<file path="config.mk">
export PLATFORM = sky130hd
export DESIGN_NAME = chan_dispatch
export DESIGN_NICKNAME = d
export VERILOG_FILES = /design/src/verilog/fifo_pkg.sv /design/src/verilog/chan_pkg.sv /design/src/verilog/chan_dispatch.sv
export SDC_FILE = /design/constraint.sdc
export NUM_CORES = 1
export LEC_CHECK = 0
export ABC_AREA = 1
export BUFFER_PORTS_ARGS = -buffer_cell sky130_fd_sc_hd__buf_2
export CELL_PAD_IN_SITES_DETAIL_PLACEMENT = 0
export CELL_PAD_IN_SITES_GLOBAL_PLACEMENT = 1
export CORE_ASPECT_RATIO = 0.7
export CORE_MARGIN = 2
export CORE_UTILIZATION = 14
export CTS_CLUSTER_DIAMETER = 40
export DETAILED_ROUTE_END_ITERATION = 10
export PLACE_DENSITY_LB_ADDON = 0.1
export SETUP_SLACK_MARGIN = 0.2
export SYNTH_ARGS = -nofsm -noshare
export SYNTH_HDL_FRONTEND = slang
export SYNTH_SLANG_ARGS = --single-unit
</file>
<file path="constraint.sdc">
create_clock -name i_clk -period 1.73 [get_ports i_clk]
set_clock_uncertainty 0.15 [all_clocks]
set_input_delay 0.346 -clock i_clk [delete_from_list [all_inputs] [get_ports i_clk]]
set_output_delay 0.346 -clock i_clk [all_outputs]
set_load 0.03 [all_outputs]
</file>
<file path="src/verilog/fifo_pkg.sv">
`default_nettype none

package fifo_pkg;

    //////////////////////////////////////////////////////////////////////
    // Word geometry

    // Payload bits carried per entry
    localparam int DATA_WIDTH = 16;

    //////////////////////////////////////////////////////////////////////
    // Storage geometry

    // Entries held by each channel
    localparam int FIFO_DEPTH = 8;

    // Index into the storage array
    localparam int ADDR_WIDTH = $clog2(FIFO_DEPTH);

    // Occupancy needs one more bit to count a full buffer
    localparam int COUNT_WIDTH = ADDR_WIDTH + 1;

    //////////////////////////////////////////////////////////////////////
    // Flag thresholds

    // Almost full at depth minus this margin or more
    localparam int AF_MARGIN = 2;

    // Almost empty from one entry up to this margin
    localparam int AE_MARGIN = 2;

endpackage : fifo_pkg

`default_nettype wire

</file>
<file path="src/verilog/chan_pkg.sv">
`default_nettype none

package chan_pkg;

    //////////////////////////////////////////////////////////////////////
    // Channel geometry

    // Independent buffers behind the dispatcher
    localparam int NUM_CHAN = 4;

    // Bits of a channel id on the input and output side
    localparam int CHAN_WIDTH = $clog2(NUM_CHAN);

    //////////////////////////////////////////////////////////////////////
    // Input command opcodes

    // Two-bit opcode qualified by the input strobe
    typedef enum logic [1:0] {
        // Idle slot
        CMD_NOP   = 2'b00,
        // Append data word to channel
        CMD_PUSH  = 2'b01,
        // Drop all words of channel
        CMD_FLUSH = 2'b10,
        // Spare code, decoded as idle
        CMD_RSVD  = 2'b11
    } cmd_e;

endpackage : chan_pkg

`default_nettype wire

</file>
<file path="src/verilog/chan_dispatch.sv">
`default_nettype none

module chan_dispatch
    import fifo_pkg::*;
    import chan_pkg::*;
(
    input  logic                  i_clk,
    input  logic                  i_rst_n,

    // Command input
    input  logic                  i_in_valid,
    input  cmd_e                  i_in_cmd,
    input  logic [CHAN_WIDTH-1:0] i_in_chan,
    input  logic [DATA_WIDTH-1:0] i_in_data,

    // Full flags of all channels
    input  logic [NUM_CHAN-1:0]   i_full,

    // Per-channel strobes
    output logic [NUM_CHAN-1:0]   o_wr,
    output logic [DATA_WIDTH-1:0] o_wr_data,
    output logic [NUM_CHAN-1:0]   o_flush,

    // Rejected push
    output logic                  o_drop
);

    //////////////////////////////////////////////////////////////////////
    // Opcode decode

    logic w_push;
    logic w_flush;
    logic w_chan_full;

    // Valid strobe qualifies the opcode
    always_comb begin
        w_push  = 1'b0;
        w_flush = 1'b0;
        if (i_in_valid) begin
            case (i_in_cmd)
                CMD_PUSH:  w_push  = 1'b1;
                CMD_FLUSH: w_flush = 1'b1;
                // Reserved code behaves as idle
                CMD_NOP, CMD_RSVD: ;
                default: ;
            endcase
        end
    end

    // State of the addressed channel
    assign w_chan_full = i_full[i_in_chan];

    //////////////////////////////////////////////////////////////////////
    // Channel steering

    // One-hot on the addressed channel, push only if room
    assign o_wr    = (w_push && !w_chan_full) ? (NUM_CHAN'(1) << i_in_chan) : '0;
    assign o_flush = w_flush ? (NUM_CHAN'(1) << i_in_chan) : '0;

    // Data bus shared by all channels, o_wr picks the target
    assign o_wr_data = i_in_data;

    //////////////////////////////////////////////////////////////////////
    // Drop pulse

    // One cycle after the rejected push
    always_ff @(posedge i_clk) begin
        if (!i_rst_n) begin
            o_drop <= 1'b0;
        end else begin
            o_drop <= w_push && w_chan_full;
        end
    end

endmodule : chan_dispatch

`default_nettype wire

</file>
* Yosys cells after proc, flatten, opt, wreduce, memory -nomap -nowiden
Cells that the tools add are included.
Cells by class: $lt $le $gt $ge 1, eq/ne operators 2, shift-type cells 1, multiplexer cells 8, reduce and logical (&&, ||, !) cells 3
Operators by type and width (number):
- 2-to-1 mux 4 bit | 2
- 2-to-1 mux 1 bit | 5
- left shift 1 x 2 -> 4 bit, first input constant | 1
- less-than comparator 2 x 3 -> 1 bit, second input constant | 1
- binary-select mux 1 bit (select 2 bit) | 1
- == test 2 x 1 -> 1 bit, second input constant | 1
- == test 2 bit, second input constant | 1
- logical AND 1 bit | 2
- logical NOT 1 bit | 1
Word-level totals: register bits after elaboration 1, input bits 27, output and inout bits 25, word-level logic and storage cells 16

* Depth between registers and ports, before layout
word-level depth 5, depth in mapped cells 6, mapped depth without buffers 6

* Least setup slack after synthesis
Ideal clock, no wire load.
kind input -> output, from input port i_in_chan[0], to output port o_wr[0], arrival 1.027 ns, data required time 1.234 ns, slack 0.207 ns, cell stages on the path 6, buffers on the path 0, path through inv_2 -> nand2_1 -> nand2_1 -> nand2_2 -> nand3_4 -> nor2_1
On the way: word-level cells in the longest chain between the ends 5, elaborated cells between the ends (all ways) 6, those cells by class 1 x shift; 3 x mux; 2 x reduce/logical
Ends and longest elaborated chain:
- from (decl) | line chan_dispatch.sv:13 | input logic [CHAN_WIDTH-1:0] i_in_chan,
- binary-select mux 1 bit (select 2 bit) | line chan_dispatch.sv:51 | assign w_chan_full = i_full[i_in_chan];
- 2-to-1 mux 1 bit (implied by the code) | line chan_dispatch.sv:51
- logical NOT 1 bit | line chan_dispatch.sv:57 | assign o_wr = (w_push && !w_chan_full) ? (NUM_CHAN'(1) << i_in_chan) : '0;
- logical AND 1 bit | line chan_dispatch.sv:57
- 2-to-1 mux 4 bit (*) | line chan_dispatch.sv:57
- to (decl) | line chan_dispatch.sv:20 | output logic [NUM_CHAN-1:0] o_wr,
Mark *: on every way between the ends. The rest lies on a longest branch, timed or not. The select of a mux whose other input is x is not followed.

* Worst setup path in the final report
from input port i_in_chan[0], to output port o_wr[2]
Same word-level chain as after synthesis.

==> results.md <==
* IO Port Bufs at 19
* Top reg by flops: o_drop
* Hold Crit Class: input port to register
* Area contributors post-synth: buf_4 43%, nand2_1 15%, nor2_1 12%, dfxtp_1 7.1%, nand3_4 6.3%
* Area growth syn-to-layout at 39.7%
* Die X at 57.5 um
* CP required at 1.23 ns
* VDD IR-drop max at 0.000102 V
* Syn_area_per_cell at 6.09 um^2
* Nets at 80
* Hold Buf Count CTS at 0
* Status: completed
* Post-Syn Nets at 73
* Vias in the first global route at 264
* Top Registers: o_drop (1)
* Die Height at 41.4 um
* DRT Wirelength at 721 um
* CTS clk-pin slew, worst paths at 0 ns
* Min cycle time layout at 1.53 ns
* Fmax at 652 MHz
* Vias at 274
* Row count at 13
* Setup TNS at 0 ns
* Final non-filler cell total at 73
* Drt pass-1 iters at 4
* Tot GR Track Use at 5.59%
* Post-DRT Antenna Nets at 0
* Period utilization at 88.6%
* Post-synthesis instance total at 46
* Switch share at 41.4%
* Slowest CP cell: nand3_4
* #FFs+latches synth at 1
* WP data arrival at 1.04 ns
* Crit-path max FO at 4
* Max_cap viols at 0
* Final setup vio count at 0
* RSZ-0062 raised after global routing: yes
* Clock share of power at 0%
* Share of layout cells above drive strength 1 at 68.6%
* Met2 Use GR at 8.41%
* Buf/Inv on CP at 2
* Sequential area share after synthesis at 7.14%
* Reg power frac at 26.6%
* Grt total ovfl at 0
* DR WL/cell at 9.88 um
* Distinct cell type count after synthesis at 11
* Largest net degree at the start of global routing at 6
* Ports at 52
* Crit path launch type: input port
* Leading area contributor after synthesis: buf_4
* Pwr Density at 230 nW/um^2
* First-pass GRT wire length at 1120 um
* Rel. slew slack at 88.3%
* Most common cell on crit path: nand2_1
* Met1 Use GR at 6.32%
* Critical path type: input port to output pin
* Power Internal at 0.0529 mW
* Slew @ Worst Pin at 0.175 ns
* Initial antenna violation count at 0
* CP top delay family: simple AND/OR/NAND/NOR gates
* # diodes at 0
* Hpwl dp at 591 um
* Max FFs per register at 1
* Die ar. at 2380 um^2
* Crit. End Element: output pin
* CP max stage delay at 0.13 ns
* Met3 Use GR at 0.312%
* Via/cell ratio at 3.75
* Worst-path cell chain: buf_8 > nand2_1 > nand2_1 > nand2_2 > nand3_4 > nor2_4 > buf_6
* Post-Synthesis Cell Area at 280 um^2
* DRC marker count from the first detailed-route iteration at 2
* Switch Pwr at 0.0373 mW
* Hold Vio Cnt, Final at 0
* Busiest grt layer: met2
* Core outline area at 1870 um^2
* Leak Pwr at 0.178 nW
* Max-slew violations at 0
* RePlAce Congestion at 0.655
* Yosys top cell area share at 42.9%
* Placed Instances at 71
* # DRC at 0
* Comb power frac at 73.4%
* Synth Warn # at 0
* Initial Util at 15.0%
## cells in the mapped netlist, drive strengths merged
cell / number
nand3b: 1
nor2: 10
a21oi: 1
nand3: 1
nand2: 13
inv: 3
dfxtp: 1
buf: 16
## tightest hold or removal path, delay by kind of cell
family                 cells  cell delay, ns
AO/OA/AOI/OAI              1            0.04
buffers and inverters      1            0.09
AND/OR/NAND/NOR            1            0.05
## cell type report
type / instances / area [um^2]
Timing Repair Buffer: 21 / 161
Tap cell: 22 / 27.5
Fill cell: 217 / 1480
Inverter: 3 / 13.8
Multi-Input combinational cell: 26 / 169
Sequential cell: 1 / 20.0
## power groups by stage
stage                     sequential (mW)  clock (mW)  combinational (mW)
after global placement             0.0240           0              0.0493
after floorplan                    0.0248           0              0.0952
after global routing               0.0240           0              0.0723
final                              0.0240           0              0.0662
after CTS                          0.0240           0              0.0581
after detailed placement           0.0240           0              0.0483
## logic make-up (layout without fill, tap and decap cells)
logic type	after synthesis	in the layout	share of synthesized area (%)
simple gates	25	25	44.2
compound gates	1	1	1.78
flops	1	1	7.14
buf+inv	19	24	46.9
## path summary, 6_finish.rpt
check	start	end	slack [ns]	cells after the start
worst max-delay path	i_in_chan[0]	o_wr[2]	0.20	7
worst min-delay path	i_rst_n	o_drop	0.44	3
## per-layer routing
metal | wire length, um | up-vias
met1 | 257 | 104
met4 | 81 | 0
met5 | 0 | -
met2 | 292 | 18
li1 | - | 134
met3 | 90 | 18
## placed cells by master, fill, tap and decap left out
| cell | synthesis | routed |
|---|---|---|
| buf_6 | 0 | 5 |
| inv_1 | 2 | 1 |
| nor2_4 | 1 | 5 |
| inv_4 | 0 | 1 |
| nor2_1 | 9 | 4 |
| nand3_4 | 1 | 1 |
| nand3b_1 | 1 | 1 |
| a21oi_1 | 1 | 1 |
| nand2_1 | 11 | 8 |
| inv_2 | 1 | 1 |
| nor2_2 | 0 | 1 |
| dfxtp_1 | 1 | 1 |
| clkbuf_4 | 0 | 1 |
| buf_2 | 0 | 9 |
| buf_8 | 0 | 1 |
| nand2_2 | 2 | 5 |
| buf_4 | 16 | 5 |
## timing repair
item | 4_1_cts | 5_1_grt
resized for setup | 13 | 20
buffers inserted | 2 | 0
setup endpoints to repair | 4 | 8
hold endpoints to repair | 0 | 0
pin swaps | 5 | 6
## metrics by stage
step                      utilization (%)  area (um^2)  setup slack [ns]  hold WS [ns]  total power [mW]
after global routing                 20.9          392             0.145         0.459            0.0963
final                                20.9          392             0.197         0.436            0.0902
after floorplan                         -          280             0.207         0.319             0.120
after CTS                            18.0          337             0.177         0.445            0.0821
after detailed placement             15.1          283            0.0984         0.447            0.0722
after global placement               15.1          283            0.0584         0.444            0.0733
(Power assumes the default switching activity.)
