**src/verilog/fifo_pkg.sv**
```systemverilog
`default_nettype none

package fifo_pkg;

    //////////////////////////////////////////////////////////////////////
    // Word geometry

    // Payload bits carried per entry
    localparam int DATA_WIDTH = 16;

    //////////////////////////////////////////////////////////////////////
    // Storage geometry

    // Entries held by each channel
    localparam int FIFO_DEPTH = 8;

    // Index into the storage array
    localparam int ADDR_WIDTH = $clog2(FIFO_DEPTH);

    // Occupancy needs one more bit to count a full buffer
    localparam int COUNT_WIDTH = ADDR_WIDTH + 1;

    //////////////////////////////////////////////////////////////////////
    // Flag thresholds

    // Almost full at depth minus this margin or more
    localparam int AF_MARGIN = 2;

    // Almost empty from one entry up to this margin
    localparam int AE_MARGIN = 2;

endpackage : fifo_pkg

`default_nettype wire

```
**src/verilog/sync_fifo.sv**
```systemverilog
`default_nettype none

module sync_fifo
    import fifo_pkg::*;
(
    input  logic                  i_clk,
    input  logic                  i_rst_n,

    // Control from dispatcher
    input  logic                  i_flush,
    input  logic                  i_write,
    input  logic [DATA_WIDTH-1:0] i_wr_data,

    // Pop from drainer
    input  logic                  i_read,
    output logic [DATA_WIDTH-1:0] o_rd_data,

    // Status
    output logic                  o_full,
    output logic                  o_almost_full,
    output logic                  o_empty,
    output logic                  o_almost_empty
);

    //////////////////////////////////////////////////////////////////////
    // Pointers and storage

    // Extended pointers, top bit flips on every wrap
    logic [ADDR_WIDTH:0]   r_wr_ptr;
    logic [ADDR_WIDTH:0]   r_rd_ptr;

    // Addresses into storage
    logic [ADDR_WIDTH-1:0] w_wr_addr;
    logic [ADDR_WIDTH-1:0] w_rd_addr;

    // Wrap parity of the two pointers
    logic                  w_wrap_diff;

    // Words currently held
    logic [COUNT_WIDTH-1:0] w_count;

    // Flop array, no reset on payload
    logic [DATA_WIDTH-1:0] r_mem [FIFO_DEPTH];

    assign w_wr_addr   = r_wr_ptr[ADDR_WIDTH-1:0];
    assign w_rd_addr   = r_rd_ptr[ADDR_WIDTH-1:0];
    assign w_wrap_diff = r_wr_ptr[ADDR_WIDTH] ^ r_rd_ptr[ADDR_WIDTH];

    //////////////////////////////////////////////////////////////////////
    // Write side

    // Flush clears pointers, so a write in the same cycle is lost
    always_ff @(posedge i_clk) begin
        if (!i_rst_n) begin
            r_wr_ptr <= '0;
        end else if (i_flush) begin
            r_wr_ptr <= '0;
        end else if (i_write) begin
            r_wr_ptr <= r_wr_ptr + 1'b1;
        end
    end

    // Storage write
    always_ff @(posedge i_clk) begin
        if (i_write && !i_flush) begin
            r_mem[w_wr_addr] <= i_wr_data;
        end
    end

    //////////////////////////////////////////////////////////////////////
    // Read side

    // Same priority as the write pointer
    always_ff @(posedge i_clk) begin
        if (!i_rst_n) begin
            r_rd_ptr <= '0;
        end else if (i_flush) begin
            r_rd_ptr <= '0;
        end else if (i_read) begin
            r_rd_ptr <= r_rd_ptr + 1'b1;
        end
    end

    // Head entry shown without a register
    assign o_rd_data = r_mem[w_rd_addr];

    //////////////////////////////////////////////////////////////////////
    // Status flags

    // Same address, different wrap means all entries used
    assign o_full  = w_wrap_diff && (w_wr_addr == w_rd_addr);
    assign o_empty = !w_wrap_diff && (w_wr_addr == w_rd_addr);

    // Pointer difference is the occupancy, wrap handled by modulo math
    assign w_count = r_wr_ptr - r_rd_ptr;

    // Upstream throttle point
    assign o_almost_full = (w_count >= COUNT_WIDTH'(FIFO_DEPTH - AF_MARGIN));

    // Low water mark, never raised when nothing is held
    assign o_almost_empty = (w_count != '0) &&
                            (w_count <= COUNT_WIDTH'(AE_MARGIN));

endmodule : sync_fifo

`default_nettype wire

```
**config.mk**
```make
export PLATFORM = sky130hd
export DESIGN_NAME = sync_fifo
export DESIGN_NICKNAME = d
export VERILOG_FILES = /design/src/verilog/fifo_pkg.sv /design/src/verilog/sync_fifo.sv
export SDC_FILE = /design/constraint.sdc
export NUM_CORES = 1
export LEC_CHECK = 0
export ABC_CLOCK_PERIOD_IN_PS = 4800
export BUFFER_PORTS_ARGS = -buffer_cell sky130_fd_sc_hd__buf_4
export CAP_MARGIN = 20
export CORE_ASPECT_RATIO = 1.2
export CORE_MARGIN = 1.5
export CORE_UTILIZATION = 50
export CTS_CLUSTER_SIZE = 20
export DETAILED_ROUTE_END_ITERATION = 8
export PLACE_DENSITY = 0.74
export REMOVE_ABC_BUFFERS = 1
export SKIP_CTS_REPAIR_TIMING = 1
export SLEW_MARGIN = 20
export SYNTH_ARGS = -nofsm -noshare
export SYNTH_HDL_FRONTEND = slang
export SYNTH_SLANG_ARGS = --single-unit
```
**constraint.sdc**
```tcl
create_clock -name i_clk -period 4.8 [get_ports i_clk]
set_input_delay 0.48 -clock i_clk [delete_from_list [all_inputs] [get_ports i_clk]]
set_output_delay 0.48 -clock i_clk [all_outputs]
set_load 0.01 [all_outputs]
```
[After elaboration in Yosys (flattened, before gate mapping)]
Memories as Yosys holds them, arrays and structs flattened. A register that Yosys moved wholly into a read port is not among the register bits.
Cells that the tools add are included.
Storage, ports and cells
  word-level logic and storage cells: 23
  output and inout port bits: 20
  memories: 1
  RAM bits: 128
  input bits: 21
  bits in registers: 8
Memory list
  r_mem: words 8, bits a word 16, rd ports 1, clocked after memory_dff 1, wr ports 1, line sync_fifo.sv:43  | logic [DATA_WIDTH-1:0] r_mem [FIFO_DEPTH];
Cells by class
  add/sub/neg operators: 3
  reductions and logical operators: 8
  order comparisons: 2
  muxes and demuxes: 4
  equality and inequality tests: 1
  bitwise logic cells: 2
Operator list (count)
  adder 4 x 1 -> 4 bit, second input constant: 2
  2-to-1 mux 3 bit: 2
  >= comparator 4 x 3 -> 1 bit, second input constant: 1
  <= comparator 4 x 2 -> 1 bit, second input constant: 1
  logical AND 1 bit: 4
  nonzero test 4 bit: 1
  subtractor 4 bit: 1
  equality test 3 bit: 1
  logical NOT 1 bit: 2
  2-to-1 mux 1 bit: 2
  OR reduction 2 bit: 1
  inverter 1 bit: 1
  XOR 1 bit: 1

[Depth between registers and ports, before layout]
  word-level depth: 4
  depth in mapped cells: 7
  depth with buffers taken out: 7

[Worst setup path after synthesis]
Ideal clock, no wire load.
  path type: input port to flip-flop
  from: input i_write
  to: memory r_mem[0][0], enable pin
  stages: 3
  required time: 4.370 ns
  setup time: 0.430 ns
  path buffers: 1
  path slack: 1.968 ns
  arrival time: 2.402 ns
  path through: clkbuf_1 -> nand2_1 -> nor4_1
On the way
  longest elaborated chain between the ends: 3
RTL lines
  from (decl): line sync_fifo.sv:11  | input logic i_write,
  logical AND 1 bit: line sync_fifo.sv:65  | if (i_write && !i_flush) begin
  2-to-1 mux 1 bit: line sync_fifo.sv:65
  2-to-1 mux 1 bit (not written as such): line sync_fifo.sv:66  | r_mem[w_wr_addr] <= i_wr_data;
  to (decl): line sync_fifo.sv:43
No other way between the ends.

==> impl_metrics.tcl <==
set metrics [dict create \
    cp_max_fo 32 \
    synth_area_leaders "edfxtp_1 (69%), mux4_1 (13%), dfxtp_1 (4.0%)" \
    synth_edf_count 128 \
    rsz0062_at_grt "false" \
    fin_crit_ns 2.980 \
    start_util_pct 52.09 \
    clockBufferDepth 2 \
    final_hold_viol_count 0 \
    synthesis.area_sq_um 5532 \
    synthFlopType "edfxtp_1" \
    cp-end-kind "output pin" \
    design_area_sq_um 6561 \
    grt_max_degree 33 \
    core_area_sq_um 10620 \
    pwr-share-seq_pct 51.2 \
    fin_skew_ns 0.007064 \
    cts_buffers 17 \
    async_flop_share_pct 0 \
    finalCritPeriodShare_pct 62.08 \
    avgSynthCellArea_sq_um 21.44 \
    routedWlPerCell_um 21.02 \
    ys_seq_elements 139 \
    hp-class "in -> reg" \
    die_y_um 118.2 \
    comb_power_share_pct 4.2 \
    tightest_slew_ns 0.9999 \
    path_cells "mux4_1 -> mux2_2 -> buf_4" \
    place_congestion 0.7215 \
    max_stage_delay_ns 0.97 \
    ys_seq_area_share_pct 73.47 \
    final_net_count 341 \
    synth_top_area_cell "edfxtp_1" \
    clk_latency_ns 0.42 \
    final_antenna_net_count 0 \
    maxCapViolations 0 \
    ir_drop_uv 260.7 \
    grt_overflow 0 \
    cts_root_buf "clkbuf_16" \
    cts_tree "done" \
    ys_types 29 \
    dr.pass1.iters 4 \
    via_per_inst 5.612 \
    dr_total_vias 2559 \
    syn_inst 258 \
    rows 41 \
    fillers 719 \
    final_common_cell "edfxtp_1" \
    p_leak_nw 2.236 \
    routed_wl_um 9587 \
    area_growth_syn_to_layout_pct 18.62 \
    die_area_sq_um 11710 \
    setup_viol 0 \
    cts.sinks 139 \
    p_int_w 0.002118 \
    cpMaxStageDelayCell "dfxtp_2" \
    synth.top_cell.area_share_pct 69.49 \
    p_sw_share_pct 19.31 \
    dp_hpwl_um 5577 \
    p_switching_w 0.0005068 \
    die_x_um 99.02 \
    layout_common_cells "edfxtp_1 (128), buf_4 (49), mux4_1 (28), clkbuf_16 (18), mux2_2 (16)" \
    cts.clk_slew.worst_paths_ns 0.06 \
    drtIter0Drc 121 \
    outcome "completed" \
    grt_pass1_vias 2788 \
    dpl_cell_area_sq_um 6018 \
    powerDensity_nw_per_um2 400.1 \
    drcViolationCount 0 \
    grt_pass1_wl_um 15260 \
    slew_viol_final 0 \
    crit_required_ns 4.32 \
    diodes 0 \
    max_freq_ghz 0.3356 \
    io_buffers 40 \
    io_pins 41 \
    cp_data_arrival_time_ns 2.50 \
    cp-start-kind "register" \
    synth_warnings 0 \
    htree_levels 4 \
    track_usage_pct 18.44 \
    setup_tns_ns 0 \
    antenna_found_initial 0 \
    clkPwrFrac_pct 44.6 \
    critPathKind "reg -> out" \
    relSlewSlack_pct 33.25 \
    drive_gt1_share_pct 32.11 \
]
-- metrics by stage --
step	power [W]	instances	worst slack, ns	hold slack (ns)	util (%)
final	0.002625	456	1.820	0.2951	61.79
after global routing	0.002706	456	1.681	0.2889	61.79
after CTS	0.002645	456	1.762	0.2862	61.79
after detailed placement	0.001481	424	2.220	0.5248	56.67
after global placement	0.001477	424	2.229	0.5170	56.67
after floorplan	0.001422	246	2.220	0.4993	-
-- cell type report --
type,count,area [sq um],share of cell area [%]
Clock buffer,24,503.0,7.666
Clock inverter,8,40.04,0.6102
Inverter,5,18.77,0.2860
Multi-Input combinational cell,102,1405,21.41
Sequential cell,139,4065,61.96
Tap cell,129,161.4,2.460
Timing Repair Buffer,49,367.9,5.606
-- path summary, 6_finish.rpt --
check	start	end	slack, ns	cells past startpoint
worst max-delay path	register	o_rd_data[2]	1.82	3
worst min register to register	r_wr_ptr[3]	r_wr_ptr[3]	0.54	2
worst max register to register	r_wr_ptr[2]	r_mem[5][6]	2.73	3
worst min-delay path	i_wr_data[10]	r_mem[1][10]	0.30	1
-- logic make-up after synthesis --
kind of cell	count (synthesis)	synth area share, %
DFF	139	73.47
muxes	50	18.55
and+or+nand+nor	33	2.941
buffers and inverters	17	1.719
xor gates and xnor gates	8	1.267
adders and majority gates	6	1.493
AOI/OAI and AO/OA	5	0.5655
-- synthesized netlist by cell type, types with 2 or more instances --
| cell type | instances |
|---|---|
| nand2_1 | 5 |
| edfxtp_1 | 128 |
| nand3_1 | 3 |
| nand4_1 | 2 |
| xnor2_1 | 5 |
| mux2i_1 | 2 |
| dfxtp_1 | 11 |
| buf_6 | 4 |
| nor3_1 | 4 |
| clkbuf_1 | 3 |
| xor2_1 | 3 |
| mux4_2 | 4 |
| inv_1 | 5 |
| nor4_1 | 2 |
| mux4_1 | 28 |
| ha_1 | 5 |
| nand2b_1 | 3 |
| nor2_1 | 11 |
| buf_1 | 4 |
| mux2_2 | 16 |
| a21oi_1 | 2 |
-- critical path, delay by kind of cell, from the launching register on --
family   cells  cell delay (ns)
flops        1             0.97
buf+inv      1             0.14
mux          2             0.95
-- power groups by stage --
| stage | Sequential, W | Combinational, W | Clock (W) |
|---|---|---|---|
| 3_3_place_gp | 0.00137 | 0.000109 | 0 |
| 2_1_floorplan | 0.00137 | 0.0000552 | 0 |
| 6_report | 0.00134 | 0.000112 | 0.00117 |
| 3_5_place_dp | 0.00137 | 0.000113 | 0 |
| 4_1_cts | 0.00134 | 0.000114 | 0.00119 |
| 5_1_grt | 0.00134 | 0.000121 | 0.00124 |
-- layer usage --
metal	routed length, um	global-route usage (%)	vias to the layer above
met2	4988	30.52	61
li1	-	-	1188
met4	182	7.946	0
met3	340	5.914	15
met5	0	0	-
met1	4076	22.19	1295
-- sequential cells by signal, indices dropped and copies added, names as in the netlist, named ones only --
| name | count |
|---|---|
| r_rd_ptr | 4 |
| r_wr_ptr | 4 |
| r_mem | 128 |
(Power assumes the default switching activity.)
